[config.mk]
export PLATFORM = sky130hd
export DESIGN_NAME = byteMemCtrl
export DESIGN_NICKNAME = d
export VERILOG_FILES = /design/src/hdl/memPkg.sv /design/src/hdl/byteMemCtrl.sv /design/src/hdl/dataSequencer.sv /design/src/hdl/fetchSequencer.sv /design/src/hdl/memArbiter.sv
export SDC_FILE = /design/constraint.sdc
export NUM_CORES = 1
export LEC_CHECK = 0
export BUFFER_PORTS_ARGS = -buffer_cell sky130_fd_sc_hd__buf_2
export CAP_MARGIN = 20
export CORE_MARGIN = 4
export CORE_UTILIZATION = 52
export DETAILED_ROUTE_END_ITERATION = 12
export PLACE_DENSITY = 0.81
export SLEW_MARGIN = 30
export SYNTH_ARGS = -nofsm -noshare
export SYNTH_HDL_FRONTEND = slang
export SYNTH_SLANG_ARGS = --single-unit
[constraint.sdc]
create_clock -name clk -period 9.9 [get_ports clk]
set_clock_uncertainty 0.1 [all_clocks]
set_input_delay 0.99 -clock clk [delete_from_list [all_inputs] [get_ports clk]]
set_output_delay 0.99 -clock clk [all_outputs]
set_load 0.03 [all_outputs]
[src/hdl/memPkg.sv]
`default_nettype none

package memPkg;

    // bus widths
    localparam int ADDR_W = 32;
    localparam int WORD_W = 32;
    localparam int BYTE_W = 8;
    localparam int LANES  = WORD_W / BYTE_W;

    // access length in bytes, legal values 1, 2 and 4
    localparam int LEN_W = 3;

    // load/store selector
    localparam logic LS_LOAD  = 1'b0;
    localparam logic LS_STORE = 1'b1;

    // who currently holds the RAM port
    localparam logic [1:0] OWNER_NONE  = 2'b00;
    localparam logic [1:0] OWNER_DATA  = 2'b01;
    localparam logic [1:0] OWNER_FETCH = 2'b10;

    // one word, or four byte lanes with lane 0 least significant
    typedef union packed {
        logic [WORD_W-1:0]                word;
        logic [LANES-1:0][BYTE_W-1:0]     bytes;
    } memWord_u;

endpackage

`default_nettype wire

[src/hdl/byteMemCtrl.sv]
`timescale 1ns/1ps
`default_nettype none

module byteMemCtrl
    import memPkg::*;
(
    input  logic              clk,
    input  logic              rst,
    input  logic              rdy,

    // fetch port
    input  logic              fetchEn,
    input  logic [ADDR_W-1:0] fetchAddr,
    output logic              fetchDone,
    output logic [WORD_W-1:0] fetchInst,

    // data port
    input  logic              dataEn,
    input  logic              dataLs,
    input  logic [LEN_W-1:0]  dataLen,
    input  logic [ADDR_W-1:0] dataAddr,
    input  logic [WORD_W-1:0] dataWdata,
    output logic              dataDone,
    output logic [WORD_W-1:0] dataRdata,

    output logic [1:0]        memOwner,

    // RAM port
    output logic [ADDR_W-1:0] memAddr,
    output logic              memWrite,
    output logic [BYTE_W-1:0] memWdata,
    input  logic [BYTE_W-1:0] memRdata
);

    logic              fetchGrant;
    logic              dataGrant;
    logic [ADDR_W-1:0] fetchBusAddr;
    logic [ADDR_W-1:0] dataBusAddr;
    logic              dataBusWrite;
    logic [BYTE_W-1:0] dataBusWdata;

    memArbiter i_memArbiter (
        .clk          (clk),
        .rst          (rst),
        .rdy          (rdy),
        .fetchEn      (fetchEn),
        .dataEn       (dataEn),
        .fetchDone    (fetchDone),
        .dataDone     (dataDone),
        .fetchBusAddr (fetchBusAddr),
        .dataBusAddr  (dataBusAddr),
        .dataBusWrite (dataBusWrite),
        .dataBusWdata (dataBusWdata),
        .fetchGrant   (fetchGrant),
        .dataGrant    (dataGrant),
        .memOwner     (memOwner),
        .memAddr      (memAddr),
        .memWrite     (memWrite),
        .memWdata     (memWdata)
    );

    fetchSequencer i_fetchSequencer (
        .clk       (clk),
        .rst       (rst),
        .rdy       (rdy),
        .grant     (fetchGrant),
        .fetchAddr (fetchAddr),
        .memRdata  (memRdata),
        .busAddr   (fetchBusAddr),
        .fetchDone (fetchDone),
        .fetchInst (fetchInst)
    );

    dataSequencer i_dataSequencer (
        .clk       (clk),
        .rst       (rst),
        .rdy       (rdy),
        .grant     (dataGrant),
        .dataLs    (dataLs),
        .dataLen   (dataLen),
        .dataAddr  (dataAddr),
        .dataWdata (dataWdata),
        .memRdata  (memRdata),
        .busAddr   (dataBusAddr),
        .busWrite  (dataBusWrite),
        .busWdata  (dataBusWdata),
        .dataDone  (dataDone),
        .dataRdata (dataRdata)
    );

endmodule

`default_nettype wire

[src/hdl/dataSequencer.sv]
`timescale 1ns/1ps
`default_nettype none

module dataSequencer
    import memPkg::*;
(
    input  logic              clk,
    input  logic              rst,
    input  logic              rdy,
    input  logic              grant,

    input  logic              dataLs,
    input  logic [LEN_W-1:0]  dataLen,
    input  logic [ADDR_W-1:0] dataAddr,
    input  logic [WORD_W-1:0] dataWdata,
    input  logic [BYTE_W-1:0] memRdata,

    output logic [ADDR_W-1:0] busAddr,
    output logic              busWrite,
    output logic [BYTE_W-1:0] busWdata,
    output logic              dataDone,
    output logic [WORD_W-1:0] dataRdata
);

    logic [LEN_W-1:0] cnt;
    logic [1:0]       laneIdx;
    logic             active;
    logic             isLoad;
    logic             lastStore;
    logic             lastLoad;

    memWord_u loadWord;
    memWord_u nextWord;
    memWord_u storeWord;

    // grant stays high during the done cycle
    assign active    = grant && !dataDone;
    assign isLoad    = (dataLs == LS_LOAD);
    assign lastStore = (cnt == dataLen - LEN_W'(1));
    assign lastLoad  = (cnt == dataLen);

    assign busAddr = dataAddr + ADDR_W'(cnt);

    // store side, one lane per cycle low byte first
    assign storeWord = dataWdata;
    assign busWdata  = storeWord.bytes[cnt[1:0]];
    assign busWrite  = active && (dataLs == LS_STORE);

    // load side, lane of the address issued on the previous edge
    assign laneIdx = cnt[1:0] - 2'd1;

    always_comb begin
        nextWord = loadWord;
        nextWord.bytes[laneIdx] = memRdata;
    end

    always_ff @(posedge clk) begin
        if (rst) begin
            cnt      <= '0;
            dataDone <= 1'b0;
        end else if (rdy) begin
            dataDone <= 1'b0;
            if (active) begin
                if (isLoad ? lastLoad : lastStore) begin
                    cnt      <= '0;
                    dataDone <= 1'b1;
                end else begin
                    cnt <= cnt + LEN_W'(1);
                end
            end
        end
    end

    // cleared at the first edge so unread lanes come out zero
    always_ff @(posedge clk) begin
        if (rdy && active && isLoad) begin
            if (cnt == '0) begin
                loadWord <= '0;
            end else begin
                loadWord <= nextWord;
                if (lastLoad) begin
                    dataRdata <= nextWord.word;
                end
            end
        end
    end

endmodule

`default_nettype wire

[src/hdl/fetchSequencer.sv]
`timescale 1ns/1ps
`default_nettype none

module fetchSequencer
    import memPkg::*;
(
    input  logic              clk,
    input  logic              rst,
    input  logic              rdy,
    input  logic              grant,

    input  logic [ADDR_W-1:0] fetchAddr,
    input  logic [BYTE_W-1:0] memRdata,

    output logic [ADDR_W-1:0] busAddr,
    output logic              fetchDone,
    output logic [WORD_W-1:0] fetchInst
);

    // counts rising edges since the grant was first seen
    logic [2:0] cnt;
    logic [1:0] laneIdx;
    logic       active;

    memWord_u instWord;
    memWord_u nextWord;

    // the done cycle still has grant high, so hold off a restart
    assign active  = grant && !fetchDone;
    assign laneIdx = cnt[1:0] - 2'd1;

    // byte returned now belongs to the address issued one edge ago
    always_comb begin
        nextWord = instWord;
        nextWord.bytes[laneIdx] = memRdata;
    end

    assign busAddr = fetchAddr + ADDR_W'(cnt);

    always_ff @(posedge clk) begin
        if (rst) begin
            cnt       <= '0;
            fetchDone <= 1'b0;
        end else if (rdy) begin
            fetchDone <= 1'b0;
            if (active) begin
                if (cnt == 3'd4) begin
                    cnt       <= '0;
                    fetchDone <= 1'b1;
                end else begin
                    cnt <= cnt + 3'd1;
                end
            end
        end
    end

    always_ff @(posedge clk) begin
        if (rdy && active && cnt != 3'd0) begin
            instWord <= nextWord;
            if (cnt == 3'd4) begin
                fetchInst <= nextWord.word;
            end
        end
    end

endmodule

`default_nettype wire

[src/hdl/memArbiter.sv]
`timescale 1ns/1ps
`default_nettype none

module memArbiter
    import memPkg::*;
(
    input  logic              clk,
    input  logic              rst,
    input  logic              rdy,

    input  logic              fetchEn,
    input  logic              dataEn,
    input  logic              fetchDone,
    input  logic              dataDone,

    input  logic [ADDR_W-1:0] fetchBusAddr,
    input  logic [ADDR_W-1:0] dataBusAddr,
    input  logic              dataBusWrite,
    input  logic [BYTE_W-1:0] dataBusWdata,

    output logic              fetchGrant,
    output logic              dataGrant,
    output logic [1:0]        memOwner,

    output logic [ADDR_W-1:0] memAddr,
    output logic              memWrite,
    output logic [BYTE_W-1:0] memWdata
);

    // owner register, data wins when both ask from idle
    always_ff @(posedge clk) begin
        if (rst) begin
            memOwner <= OWNER_NONE;
        end else if (rdy) begin
            case (memOwner)
                OWNER_NONE: begin
                    if (dataEn) begin
                        memOwner <= OWNER_DATA;
                    end else if (fetchEn) begin
                        memOwner <= OWNER_FETCH;
                    end
                end
                OWNER_DATA: begin
                    if (dataDone) begin
                        memOwner <= OWNER_NONE;
                    end
                end
                OWNER_FETCH: begin
                    if (fetchDone) begin
                        memOwner <= OWNER_NONE;
                    end
                end
                default: begin
                    memOwner <= OWNER_NONE;
                end
            endcase
        end
    end

    assign dataGrant  = (memOwner == OWNER_DATA);
    assign fetchGrant = (memOwner == OWNER_FETCH);

    // RAM port follows the owner
    assign memAddr  = dataGrant ? dataBusAddr : fetchBusAddr;
    assign memWdata = dataGrant ? dataBusWdata : '0;

    // no writes while frozen
    assign memWrite = dataGrant && dataBusWrite && rdy;

endmodule

`default_nettype wire

==> summary.md <==
| Metric | Value |
|---|---|
| Fmax | 223 MHz |
| # DRC | 0 |
| P_leak | ~3.6 nW |
| Largest cells by area after synthesis | edfxtp_1 52%, mux2_2 11%, xor2_1 5.2% |
| Resize count post-CTS | 0 |
| Core area | ~0.014 mm² |
| Syn avg cell area | around 13 µm² |
| Number of synthesized flops with an enable pin | around 130 |
| Most used standard cell by instance count after synthesis | edfxtp_1 |
| Critical Path AT | between 3 and 4 ns |
| Clk Latency, worst-skew pair | roughly 0.41 ns |
| Yosys top cell area share | 0.520 |
| Fin nets | 910 |
| Die height | 127 µm |
| RSZ-0062 raised after global routing | no |
| Port bufs | around 220 |
| Die area | between 0.015 and 0.02 mm² |
| Peak supply drop | about 0.00012 V |
| GR Overflow Total | 0 |
| Number of global-route vias before repair | between 5000 and 6000 |
| Worst Setup Start Kind | register |
| Fin crit period | between 4 and 5 ns |
| GRT Util Overall | 0.234 |
| #FFs+latches synth | 138 |
| Initial DRC Count | a little under 300 |
| Final TNS setup | 0 ns |
| Clock transition at the registers of the reported paths | 0.05 ns |
| CTS Buf Count | 17 |
| Final Max Slew Viols | 0 |
| CP Max Fanout | 14 |
| CTS tree | done |
| Post-CTS Repair Setup Buffers | 0 |
| Die Span X | about 130 µm |
| N_diodes | 0 |
| CP Class | reg -> out |
| Ys async rst share | 0 |
| Worst setup EP type | output port |
| Hold_buf cts | 0 |
| Place WS | around 5.6 ns |
| Syn nets | 690 |
| R2R cell count | 6 |
| First-pass GRT wire length | between 20000 and 30000 µm |
| Area Growth Syn to Fin | 25.3% |
| DP HPWL | between 10000 and 15000 µm |
| Htree depth | 4 |
| Final ANT Viol Nets | 0 |
| Routed wire per std cell | between 15 and 20 µm |
| Total number of yosys warnings | 0 |
| WL final | between 15000 and 20000 µm |
| Top cells by count, synth | 128 x edfxtp_1, 70 x mux2_2, 44 x xor2_1, 41 x nor2b_1, 29 x nand3_1 |
| Worst path required time | approximately 8.8 ns |
| Count of cell types in the netlist | 43 |
| Clock root buffer | clkbuf_16 |
| Hold depth | 1 |
| Final worst-path setup slack | between 5 and 6 ns |
| Largest area contributor in the synthesized netlist | edfxtp_1 |
| Min-Delay Path Class | reg -> reg |
| Final hold vios | 0 |
| Final setup fails | 0 |
| Worst slew pin tran | just under 0.9 ns |
| Share of post-route cells with drive strength above 1 | 0.439 |
| PwrDens | 158 mW/mm² |
| Initial Utilization | 0.533 |
| Status | finished, final reports clean |
| Sequential area share after synthesis | 0.547 |
| Max_cap viols | 0 |
| Cell Rows | 43 |
| Max_slew headroom | 0.420 |
| Initial antenna violation count | 0 |
| Post-synthesis cell count | roughly 560 |
| First-pass DRT Iterations | 4 |
| Post-synth top flop | edfxtp_1 |
| Clock sink count | roughly 140 |
| Routed via count | ~5500 |
| GP Congestion | approximately 0.89 |
| Max Root-Sink Buffers | 2 |
| Largest net degree at the start of global routing | between 40 and 50 |
| Vias per inst | about 5.7 |
| Post-synthesis cell area | 0.00740 mm² |
| Crit share post-route | 0.452 |
| Number of I/O pins | between 200 and 250 |
==> registers in the layout, summed over array words and instances (netlist names) <==
| register | cells |
|---|---|
| i_dataSequencer.dataDone | 1 |
| i_fetchSequencer.fetchInst | 32 |
| i_fetchSequencer.cnt | 3 |
| i_fetchSequencer.instWord | 32 |
| i_dataSequencer.loadWord | 32 |
| i_fetchSequencer.fetchDone | 1 |
| i_memArbiter.memOwner | 2 |
| i_dataSequencer.cnt | 3 |
| i_dataSequencer.dataRdata | 32 |
==> area by class of cell <==
cell class,count,area [µm²]
clock buffers,19,433
clock inverters,12,155
fillers,1018,4620
inverters,13,48.8
multi-input cells,381,3210
flip-flops and latches,138,4040
well taps,180,225
repair buffers,227,1150
==> critical path, cell delays in order (launching register included) <==
cell	delay [ns]
dfxtp_1	0.83
ha_1	0.32
fa_1	0.23
a21oi_1	0.13
nor2_1	0.59
nand3_1	0.19
xor2_1	0.17
mux2i_1	0.25
buf_2	0.26
==> logic make-up after synthesis <==
| group | share of synthesized area |
|---|---|
| compound gates | 0.0195 |
| xor+xnor | 0.0805 |
| fa+ha+maj | 0.0342 |
| buf+inv | 0.0235 |
| flops | 0.547 |
| mux | 0.161 |
| simple gates | 0.135 |
==> path summary, 6_finish.rpt <==
kind                                                            startpoint                                      end  slack [ns]
worst max-delay path                   i_dataSequencer.cnt[0]$_SDFFE_PP0N_                               memAddr[8]        5.42
worst min-delay path            i_dataSequencer.loadWord[12]$_SDFFCE_PP0N_  i_dataSequencer.dataRdata[12]$_DFFE_PP_        0.46
worst max register to register         i_dataSequencer.cnt[0]$_SDFFE_PP0N_   i_dataSequencer.dataRdata[8]$_DFFE_PP_        7.14
worst min register to register  i_dataSequencer.loadWord[12]$_SDFFCE_PP0N_  i_dataSequencer.dataRdata[12]$_DFFE_PP_        0.46
==> layer usage <==
layer  GRT usage  vias to the layer above  share of wire
met4      0.0890                        0          0.028
met2       0.403                      264           0.50
met5           0                        -              0
met1       0.280                     2682           0.39
li1            -                     2495              -
met3      0.0677                       42          0.079
==> where the power goes <==
part           switching [W]  internal, W
logic               0.000113    0.0000740
registers         0.00000527     0.000640
clock network       0.000215     0.000414
total               0.000333      0.00113
==> stage by stage <==
stage	utilization	std cells	hold WS, ns	power [W]	instance area [µm²]
CTS	0.667	970	0.464	0.00147	9260
finish	0.667	970	0.461	0.00146	9260
global placement	0.624	939	0.447	0.000839	8670
detailed placement	0.625	939	0.453	0.000843	8670
global route	0.667	970	0.482	0.00151	9260
floorplan	-	558	0.393	0.000770	7400
==> cells in the final DEF (no fill, tap or decap), drive strengths merged, types with 7 or more instances in the layout <==
cell type,n
inv,13
xnor2,24
and3,11
nand4,20
a21oi,11
clkbuf,19
dfxtp,10
nor2b,41
nand3,31
mux2,70
nand2,17
mux4,8
edfxtp,128
clkinv,8
buf,227
ha,17
xor2,44
and4,7
nor2,22
mux2i,22
No activity file was read; power rests on OpenSTA's default activity.
